<file path="src/verilog/int_exec_pkg.sv">
`default_nettype none

package int_exec_pkg;

    // number of architectural integer registers
    localparam int NUM_REGS = 32;

    // full data word, also used for pc values
    typedef logic [63:0] xlen_t;

    // lower half of a word, used by the 32-bit word mode
    typedef logic [31:0] word_t;

    // register index
    typedef logic [4:0] reg_addr_t;

    // shift amount for shift-and-add, 0 to 3
    typedef logic [1:0] sll_t;

    // operation selected on the issue port
    typedef enum logic [3:0] {
        OP_ADD    = 4'd0,
        OP_SLT    = 4'd1,
        OP_CMP    = 4'd2,
        OP_BRANCH = 4'd3,
        OP_JAL    = 4'd4,
        OP_JALR   = 4'd5,
        OP_AND    = 4'd6,
        OP_OR     = 4'd7,
        OP_XOR    = 4'd8,
        OP_SLA    = 4'd9
    } exec_op_e;

    // true for operations handled by the arithmetic unit
    function automatic logic op_is_arith(exec_op_e op);
        return op inside {OP_ADD, OP_SLT, OP_CMP, OP_BRANCH, OP_JAL, OP_JALR};
    endfunction

    // true for operations handled by the logic unit
    function automatic logic op_is_logic(exec_op_e op);
        return op inside {OP_AND, OP_OR, OP_XOR, OP_SLA};
    endfunction

endpackage

`default_nettype wire

</file>
<file path="src/verilog/int_arith.sv">
`timescale 1ns/100ps
`default_nettype none

// add/sub, set-less-than, min/max and branch resolution, one cycle
module int_arith
    import int_exec_pkg::*;
(
    input  wire            i_clk,
    input  wire            i_rst_n,
    input  wire            i_valid,
    input  wire exec_op_e  i_op,
    input  wire xlen_t     i_op1,
    input  wire xlen_t     i_op2,
    input  wire reg_addr_t i_rd,
    // pc of this instruction, base for taken conditional branches
    input  wire xlen_t     i_pc_rdata,
    // pc of the next instruction, fall-through target and link value
    input  wire xlen_t     i_pc_wdata,
    input  wire xlen_t     i_branch_offset,
    input  wire            i_sub,
    input  wire            i_unsigned,
    // min when set, max otherwise
    input  wire            i_cmp_mode,
    input  wire            i_branch_equal,
    input  wire            i_branch_invert,
    input  wire            i_word,
    output logic           o_valid,
    output logic           o_wen,
    output xlen_t          o_result,
    output reg_addr_t      o_rd,
    output logic           o_branch,
    output xlen_t          o_branch_target
);
    logic        claim;
    logic        is_cmp_op;
    logic        is_branch_op;
    logic        do_sub;
    logic        word_mode;
    logic [64:0] add_op1;
    logic [64:0] add_op2;
    logic [64:0] sum;
    word_t       sum_lo;
    xlen_t       add_result;
    logic        lt;
    logic        eq;
    logic        taken;
    xlen_t       result;
    xlen_t       target;

    // only arithmetic-class operations are taken by this unit
    assign claim        = i_valid && op_is_arith(i_op);
    assign is_cmp_op    = (i_op == OP_SLT) || (i_op == OP_CMP) || (i_op == OP_BRANCH);
    assign is_branch_op = (i_op == OP_BRANCH) || (i_op == OP_JAL) || (i_op == OP_JALR);

    // compares always subtract, jumps always add
    assign do_sub    = (i_op == OP_ADD) ? i_sub : is_cmp_op;
    assign word_mode = i_word && (i_op == OP_ADD);

    // 65-bit adder, sign or zero extended so bit 64 is a valid less-than
    assign add_op1 = {i_op1[63] & ~i_unsigned, i_op1};
    assign add_op2 = {i_op2[63] & ~i_unsigned, i_op2} ^ {65{do_sub}};
    assign sum     = add_op1 + add_op2 + {64'd0, do_sub};

    // word mode sign extends the low half of the sum
    assign sum_lo     = sum[31:0];
    assign add_result = word_mode ? {{32{sum_lo[31]}}, sum_lo} : sum[63:0];

    assign lt = sum[64];
    assign eq = (i_op1 == i_op2);

    // eq/ne/lt/ge picked by equal and invert flags
    assign taken = is_branch_op && ((i_branch_equal ? eq : lt) ^ i_branch_invert);

    always_comb begin
        result = '0;
        case (i_op)
            OP_ADD:  result = add_result;
            OP_SLT:  result = {63'd0, lt};
            // op2 wins when it is the smaller for min or the larger for max
            OP_CMP:  result = (lt ^ i_cmp_mode) ? i_op2 : i_op1;
            OP_JAL:  result = i_pc_wdata;
            OP_JALR: result = i_pc_wdata;
            default: result = '0;
        endcase
    end

    always_comb begin
        target = '0;
        case (i_op)
            OP_BRANCH: target = taken ? (i_pc_rdata + i_branch_offset) : i_pc_wdata;
            OP_JAL:    target = add_result;
            // jalr target has bit 0 cleared
            OP_JALR:   target = {add_result[63:1], 1'b0};
            default:   target = '0;
        endcase
    end

    always_ff @(posedge i_clk or negedge i_rst_n) begin
        if (!i_rst_n) begin
            o_valid         <= 1'b0;
            o_wen           <= 1'b0;
            o_result        <= '0;
            o_rd            <= '0;
            o_branch        <= 1'b0;
            o_branch_target <= '0;
        end else begin
            o_valid         <= claim;
            // conditional branches write no register
            o_wen           <= claim && (i_op != OP_BRANCH);
            o_result        <= result;
            o_rd            <= i_rd;
            o_branch        <= claim && taken;
            o_branch_target <= target;
        end
    end

endmodule

`default_nettype wire

</file>
<file path="src/verilog/int_logic.sv">
`timescale 1ns/100ps
`default_nettype none

// bitwise logic and shift-and-add, one cycle
module int_logic
    import int_exec_pkg::*;
(
    input  wire            i_clk,
    input  wire            i_rst_n,
    input  wire            i_valid,
    input  wire exec_op_e  i_op,
    input  wire xlen_t     i_op1,
    input  wire xlen_t     i_op2,
    input  wire reg_addr_t i_rd,
    // invert op2 for andn, orn and xnor
    input  wire            i_invert,
    // left shift of op1 before the add in OP_SLA
    input  wire sll_t      i_sll,
    output logic           o_valid,
    output xlen_t          o_result,
    output reg_addr_t      o_rd
);
    logic  claim;
    xlen_t op2_inv;
    xlen_t op1_shifted;
    xlen_t result;

    assign claim = i_valid && op_is_logic(i_op);

    assign op2_inv = i_op2 ^ {64{i_invert}};

    // scaled index plus base, address generation
    assign op1_shifted = i_op1 << i_sll;

    always_comb begin
        result = '0;
        case (i_op)
            OP_AND:  result = i_op1 & op2_inv;
            OP_OR:   result = i_op1 | op2_inv;
            OP_XOR:  result = i_op1 ^ op2_inv;
            // invert does not apply to the shift-add
            OP_SLA:  result = op1_shifted + i_op2;
            default: result = '0;
        endcase
    end

    always_ff @(posedge i_clk or negedge i_rst_n) begin
        if (!i_rst_n) begin
            o_valid  <= 1'b0;
            o_result <= '0;
            o_rd     <= '0;
        end else begin
            o_valid  <= claim;
            o_result <= result;
            o_rd     <= i_rd;
        end
    end

endmodule

`default_nettype wire

</file>
<file path="src/verilog/int_writeback.sv">
`timescale 1ns/100ps
`default_nettype none

// merges the unit outputs into one registered writeback
module int_writeback
    import int_exec_pkg::*;
(
    input  wire            i_clk,
    input  wire            i_rst_n,
    input  wire            i_arith_valid,
    input  wire            i_arith_wen,
    input  wire xlen_t     i_arith_result,
    input  wire reg_addr_t i_arith_rd,
    input  wire            i_arith_branch,
    input  wire xlen_t     i_arith_target,
    input  wire            i_logic_valid,
    input  wire xlen_t     i_logic_result,
    input  wire reg_addr_t i_logic_rd,
    output logic           o_wb_valid,
    output logic           o_wb_wen,
    output reg_addr_t      o_wb_rd,
    output xlen_t          o_wb_data,
    output logic           o_branch,
    output xlen_t          o_branch_target
);
    logic      sel_wen;
    reg_addr_t sel_rd;
    xlen_t     sel_data;

    // op classes are disjoint, so at most one valid is high
    always_comb begin
        sel_wen  = 1'b0;
        sel_rd   = '0;
        sel_data = '0;
        if (i_arith_valid) begin
            sel_wen  = i_arith_wen;
            sel_rd   = i_arith_rd;
            sel_data = i_arith_result;
        end else if (i_logic_valid) begin
            // logic results always write
            sel_wen  = 1'b1;
            sel_rd   = i_logic_rd;
            sel_data = i_logic_result;
        end
    end

    always_ff @(posedge i_clk or negedge i_rst_n) begin
        if (!i_rst_n) begin
            o_wb_valid      <= 1'b0;
            o_wb_wen        <= 1'b0;
            o_wb_rd         <= '0;
            o_wb_data       <= '0;
            o_branch        <= 1'b0;
            o_branch_target <= '0;
        end else begin
            o_wb_valid      <= i_arith_valid || i_logic_valid;
            o_wb_wen        <= sel_wen;
            o_wb_rd         <= sel_rd;
            o_wb_data       <= sel_data;
            // branch info only comes from the arithmetic unit
            o_branch        <= i_arith_valid && i_arith_branch;
            o_branch_target <= i_arith_valid ? i_arith_target : '0;
        end
    end

endmodule

`default_nettype wire

</file>
<file path="src/verilog/int_regfile.sv">
`timescale 1ns/100ps
`default_nettype none

// 32 x 64 register file, one write port, two registered read ports
module int_regfile
    import int_exec_pkg::*;
(
    input  wire            i_clk,
    input  wire            i_rst_n,
    input  wire            i_wen,
    input  wire reg_addr_t i_waddr,
    input  wire xlen_t     i_wdata,
    input  wire reg_addr_t i_rs1_addr,
    input  wire reg_addr_t i_rs2_addr,
    output xlen_t          o_rs1_rdata,
    output xlen_t          o_rs2_rdata
);
    xlen_t regs [NUM_REGS];
    logic  wr_active;
    logic  rs1_fwd;
    logic  rs2_fwd;

    // register 0 is never written, so it stays at its reset value of zero
    assign wr_active = i_wen && (i_waddr != '0);

    // same-edge write to the address being read
    assign rs1_fwd = wr_active && (i_rs1_addr == i_waddr);
    assign rs2_fwd = wr_active && (i_rs2_addr == i_waddr);

    always_ff @(posedge i_clk or negedge i_rst_n) begin
        if (!i_rst_n) begin
            for (int i = 0; i < NUM_REGS; i++) begin
                regs[i] <= '0;
            end
        end else if (wr_active) begin
            regs[i_waddr] <= i_wdata;
        end
    end

    // read data lands one edge after the address, new data wins on a hit
    always_ff @(posedge i_clk or negedge i_rst_n) begin
        if (!i_rst_n) begin
            o_rs1_rdata <= '0;
            o_rs2_rdata <= '0;
        end else begin
            o_rs1_rdata <= rs1_fwd ? i_wdata : regs[i_rs1_addr];
            o_rs2_rdata <= rs2_fwd ? i_wdata : regs[i_rs2_addr];
        end
    end

endmodule

`default_nettype wire

</file>
<file path="src/verilog/int_exec_top.sv">
`timescale 1ns/100ps
`default_nettype none

// two-stage integer execute cluster feeding the register file
module int_exec_top
    import int_exec_pkg::*;
(
    input  wire            i_clk,
    input  wire            i_rst_n,
    // issue port, operands already resolved
    input  wire            i_valid,
    input  wire exec_op_e  i_op,
    input  wire xlen_t     i_op1,
    input  wire xlen_t     i_op2,
    input  wire reg_addr_t i_rd,
    input  wire xlen_t     i_pc_rdata,
    input  wire xlen_t     i_pc_wdata,
    input  wire xlen_t     i_branch_offset,
    input  wire            i_sub,
    input  wire            i_unsigned,
    input  wire            i_cmp_mode,
    input  wire            i_branch_equal,
    input  wire            i_branch_invert,
    input  wire            i_word,
    input  wire            i_invert,
    input  wire sll_t      i_sll,
    // register file read ports
    input  wire reg_addr_t i_rs1_addr,
    input  wire reg_addr_t i_rs2_addr,
    output xlen_t          o_rs1_rdata,
    output xlen_t          o_rs2_rdata,
    // writeback, two cycles after issue
    output logic           o_wb_valid,
    output reg_addr_t      o_wb_rd,
    output xlen_t          o_wb_data,
    output logic           o_wb_wen,
    output logic           o_branch,
    output xlen_t          o_branch_target
);
    // stage one to stage two
    logic      arith_valid;
    logic      arith_wen;
    xlen_t     arith_result;
    reg_addr_t arith_rd;
    logic      arith_branch;
    xlen_t     arith_target;
    logic      logic_valid;
    xlen_t     logic_result;
    reg_addr_t logic_rd;

    int_arith u_arith (
        .i_clk           (i_clk),
        .i_rst_n         (i_rst_n),
        .i_valid         (i_valid),
        .i_op            (i_op),
        .i_op1           (i_op1),
        .i_op2           (i_op2),
        .i_rd            (i_rd),
        .i_pc_rdata      (i_pc_rdata),
        .i_pc_wdata      (i_pc_wdata),
        .i_branch_offset (i_branch_offset),
        .i_sub           (i_sub),
        .i_unsigned      (i_unsigned),
        .i_cmp_mode      (i_cmp_mode),
        .i_branch_equal  (i_branch_equal),
        .i_branch_invert (i_branch_invert),
        .i_word          (i_word),
        .o_valid         (arith_valid),
        .o_wen           (arith_wen),
        .o_result        (arith_result),
        .o_rd            (arith_rd),
        .o_branch        (arith_branch),
        .o_branch_target (arith_target)
    );

    int_logic u_logic (
        .i_clk    (i_clk),
        .i_rst_n  (i_rst_n),
        .i_valid  (i_valid),
        .i_op     (i_op),
        .i_op1    (i_op1),
        .i_op2    (i_op2),
        .i_rd     (i_rd),
        .i_invert (i_invert),
        .i_sll    (i_sll),
        .o_valid  (logic_valid),
        .o_result (logic_result),
        .o_rd     (logic_rd)
    );

    int_writeback u_writeback (
        .i_clk           (i_clk),
        .i_rst_n         (i_rst_n),
        .i_arith_valid   (arith_valid),
        .i_arith_wen     (arith_wen),
        .i_arith_result  (arith_result),
        .i_arith_rd      (arith_rd),
        .i_arith_branch  (arith_branch),
        .i_arith_target  (arith_target),
        .i_logic_valid   (logic_valid),
        .i_logic_result  (logic_result),
        .i_logic_rd      (logic_rd),
        .o_wb_valid      (o_wb_valid),
        .o_wb_wen        (o_wb_wen),
        .o_wb_rd         (o_wb_rd),
        .o_wb_data       (o_wb_data),
        .o_branch        (o_branch),
        .o_branch_target (o_branch_target)
    );

    // write port fed straight from the registered writeback
    int_regfile u_regfile (
        .i_clk       (i_clk),
        .i_rst_n     (i_rst_n),
        .i_wen       (o_wb_wen),
        .i_waddr     (o_wb_rd),
        .i_wdata     (o_wb_data),
        .i_rs1_addr  (i_rs1_addr),
        .i_rs2_addr  (i_rs2_addr),
        .o_rs1_rdata (o_rs1_rdata),
        .o_rs2_rdata (o_rs2_rdata)
    );

endmodule

`default_nettype wire

</file>
<file path="config.mk">
export PLATFORM = sky130hd
export DESIGN_NAME = int_exec_top
export DESIGN_NICKNAME = d
export VERILOG_FILES = /design/src/verilog/int_exec_pkg.sv /design/src/verilog/int_arith.sv /design/src/verilog/int_logic.sv /design/src/verilog/int_writeback.sv /design/src/verilog/int_regfile.sv /design/src/verilog/int_exec_top.sv
export SDC_FILE = /design/constraint.sdc
export NUM_CORES = 2
export LEC_CHECK = 0
export BUFFER_PORTS_ARGS = -buffer_cell sky130_fd_sc_hd__buf_2
export CAP_MARGIN = 25
export CORE_UTILIZATION = 45
export CTS_CLUSTER_DIAMETER = 40
export CTS_CLUSTER_SIZE = 24
export DETAILED_ROUTE_END_ITERATION = 10
export GPL_TIMING_DRIVEN = 1
export PLACE_DENSITY = 0.7
export SYNTH_ARGS = -nofsm -noshare
export SYNTH_HDL_FRONTEND = slang
export SYNTH_SLANG_ARGS = --single-unit
</file>
<file path="constraint.sdc">
create_clock -name i_clk -period 2.9 [get_ports i_clk]
set_clock_uncertainty 0.15 [all_clocks]
set_input_delay 0.29 -clock i_clk [delete_from_list [all_inputs] [get_ports i_clk]]
set_output_delay 0.29 -clock i_clk [all_outputs]
set_load 0.005 [all_outputs]
</file>
==> run metrics <==
Critical Path RT 3.52 ns; max-slew violation count 0; clk root buf clkbuf_16; #FFs+latches synth 2513; CP Cell Sequence buf_12 -> nor3_4 -> nor3_4 -> buf_12 -> buf_16 -> xor2_1 -> ha_1 -> a21oi_4 -> o21ai_2 -> a221oi_2 -> o31ai_4 -> a221oi_4 -> nand4bb_4 -> nand2_4 -> xnor2_4 -> o22ai_4 -> xnor2_4 -> buf_12 -> buf_12 -> clkbuf_16 -> mux2i_1 -> o22ai_1; die span in y 562 um; Setup TNS -101.70 ns; most used cell, CP buf_12; status finished, violations left; Clock H-tree levels 5; post-layout util 58.5%; CP endpoint kind flip-flop; P_int 74900 uW; failing checks setup timing; post-synth top area share 44.5%; slowest CP cell a221oi_4; crit path kind in -> reg; Async S/R FF share, synth between 90% and 100%; Syn Area/Cell 14.1 um2; post-route setup slack -0.902 ns; Worst Path Max Fanout 9; port bufs 614; post-synthesis net count 10700; VDD IR max about 0.55 mV; DIE AREA 316000 um2; number of remaining DRC errors 0; worst slack, placed -2.41 ns; Worst EP arrival around 4.4 ns; sw power 28500 uW; Die Width 562 um; fmax 0.263 GHz; sequential share of the synthesized area between 40% and 50%; Worst-Skew Late Latency 0.97 ns; Logic pwr share 16.6%; GRT Overall Usage 33.8%; ranking of synthesized cells by area dfrtp_1 (44%), mux4_2 (21%), mux2_2 (16%), ha_1 (2.8%), clkbuf_1 (2.2%); Synth area leader dfrtp_1; CP Launch Type input port; total number of vias 106000; Post-Syn Area 141000 um2; DR pass1 iterations 6; Initial DRC Count 11100; final hold vios 0; sequential power share 35.0%; Setup Viol. Count Final about 160; Final GP Congestion 0.996; Congestion Overflow GR 0; Final Cycle Share 131%; initial antenna violation count a little over 50; first-pass GRT wire length just under 800000 um; largest net degree at the start of global routing 149; Detailed Route WL 543000 um; Sink Count ~2500; Reg clk slew, reported paths about 0.06 ns; Cells after Synth 10000; CTS buffer count 380; leakage power total 0.0863 uW; DPL Wire Length approximately 370000 um; vias per inst between 6 and 7; io pins 615; Critical Path Max Stage Delay 0.41 ns; Routed WL per cell around 33 um; # rows approximately 210; pwr dens 567 nW/um2; Slew @ Worst Pin between 1 and 1.5 ns; Antenna Nets Post-Route 0; Layout area overhead 29.1%; count of cell types in the netlist ~90; Initial Utilization between 40 and 50%; EDFF count, synth 0; Core Footprint 312000 um2; Net count, final 12800; share of post-route cells with drive strength above 1 between 50 and 60%; CTS tree built; post-route minimum period ~3.8 ns; Hold/Removal Path Class in -> reg; power share of the clock group 48.4%; YS warnings 0; Sw Ratio around 28%; maxcap violations 0; Design Power a little over 100000 uW; RSZ-0062 raised after global routing yes; Slew HR 27.0%; vias in the first global route around 110k; Max Buffers Root-to-Sink 4; Main synth FF type dfrtp_1
-- flip-flops by register name (all words and copies together), names as in the netlist --
name / count
u_regfile.o_rs2_rdata: 64
u_writeback.o_branch: 1
u_logic.o_valid: 1
u_writeback.o_wb_rd: 5
u_arith.o_branch: 1
u_arith.o_branch_target: 64
u_logic.o_result: 64
u_regfile.regs: 2048
u_writeback.o_wb_wen: 1
u_writeback.o_branch_target: 64
u_arith.o_result: 64
u_logic.o_rd: 5
u_writeback.o_wb_data: 64
u_regfile.o_rs1_rdata: 64
u_arith.o_wen: 1
u_writeback.o_wb_valid: 1
u_arith.o_valid: 1
-- synth_stat cells (all sizes together) (15+ instances only) --
cell type	instances
inv	178
mux4	1340
mux2	1986
a221o	29
a22o	66
a221oi	73
o221ai	43
ha	318
nand4	55
o21bai	31
and2	85
o211ai	20
a21oi	270
o22ai	50
nor3	35
o31ai	16
nor4	15
xnor2	138
clkbuf	840
nand2	349
nand3	53
buf	138
xor2	232
dfrtp	2513
nand2b	28
a31oi	29
o21a	16
nor2	247
and3	25
nor2b	34
a211oi	22
mux2i	179
a21o	137
o21ai	343
-- area by class of cell --
| cell class | count | area [um2] |
|---|---|---|
| Fill cell | 23800 | 130000 |
| Antenna cell | 15 | 37.5 |
| Timing Repair Buffer | 2654 | 23500 |
| Tap cell | 4140 | 5180 |
| Inverter | 178 | 668 |
| Sequential cell | 2513 | 62900 |
| Clock inverter | 265 | 3780 |
| Clock buffer | 450 | 10200 |
| Multi-Input combinational cell | 6374 | 76300 |
-- path summary, 6_finish.rpt --
path                                                  start                                    end  slack (ns)  depth (start not counted)
max                                                   i_sub   u_arith.o_branch_target[4]$_DFF_PN0_       -0.90                         22
min                                          i_pc_rdata[53]  u_arith.o_branch_target[54]$_DFF_PN0_        0.01                          6
max reg2reg                  u_writeback.o_wb_wen$_DFF_PN0_        u_regfile.regs[717]$_DFFE_PN0P_       -0.03                          5
min reg2reg                u_regfile.regs[2009]$_DFFE_PN0P_       u_regfile.regs[2009]$_DFFE_PN0P_        0.24                          0
max in group asynchronous                           i_rst_n       u_regfile.regs[1901]$_DFFE_PN0P_        0.17                          6
min in group asynchronous                           i_rst_n        u_regfile.regs[895]$_DFFE_PN0P_        0.53                          4
-- critical path: cells and delay by family --
family          cells  cell delay [ns]
mux                 1             0.19
buf+inv             6             0.92
simple gates        4             0.58
xor+xnor            3             0.62
fa+ha+maj           1             0.35
compound gates      7             1.42
-- layer usage --
metal  track usage, %  vias up  wire (um)
met1             44.3    55800     206000
met3             6.91     1416      49700
met4             18.9       36      36900
met2             52.7     6044     250000
li1                 -    42600          -
met5                0        -        245
-- power by group through the flow --
stage	combinational [uW]	sequential (uW)	clock, uW
final	17200	36200	50000
after detailed placement	14500	36800	0
after floorplan	6900	36400	0
after CTS	15100	36200	50500
after global placement	14300	36800	0
after global routing	18000	36200	52100
-- per-stage QoR --
step           instance area (um2)  std cells  hold slack, ns
6_report                    183000      16600          0.0111
5_1_grt                     182000      16600         0.00941
4_1_cts                     179000      16400          -0.113
3_5_place_dp                162000      15400          0.0157
3_3_place_gp                162000      15400          0.0185
2_1_floorplan               142000      10000          -0.156
-- what timing repair did --
item / 4_1_cts / 5_1_grt
hold endpoints to repair: 2728 / 6
cloned: 2 / 23
pin swaps: 25 / 134
resized for setup: 71 / 340
hold buffers: 303 / 4
setup buffers: 7 / 110
setup endpoints to repair: 157 / 285
-- cell usage in the layout (no fill, tap or decap), drive strengths merged, types with 138 or more instances in the layout --
master	netlist	layout
a21oi	270	270
nand2	349	349
xor2	232	232
mux2i	179	179
ha	318	318
dfrtp	2513	2513
nor2	247	248
clkbuf	840	472
xnor2	138	138
dlygate4sd3	0	299
mux2	1986	1986
buf	138	2329
mux4	1340	1340
inv	178	247
o21ai	343	343
-- cell families (layout without fill, tap and decap cells) --
kind of cell | after synthesis | count (layout) | synth area share [%]
other | 0 | 15 | 0
AND/OR/NAND/NOR | 967 | 968 | 3.20
flip-flops | 2513 | 2513 | 44.5
adder cells (fa/ha/maj) | 321 | 321 | 2.86
AO/OA/AOI/OAI | 1210 | 1210 | 5.60
XOR/XNOR | 370 | 370 | 2.30
multiplexers | 3505 | 3505 | 38.4
buffers and inverters | 1156 | 3547 | 3.10
Power figures use the tool's default switching activity.
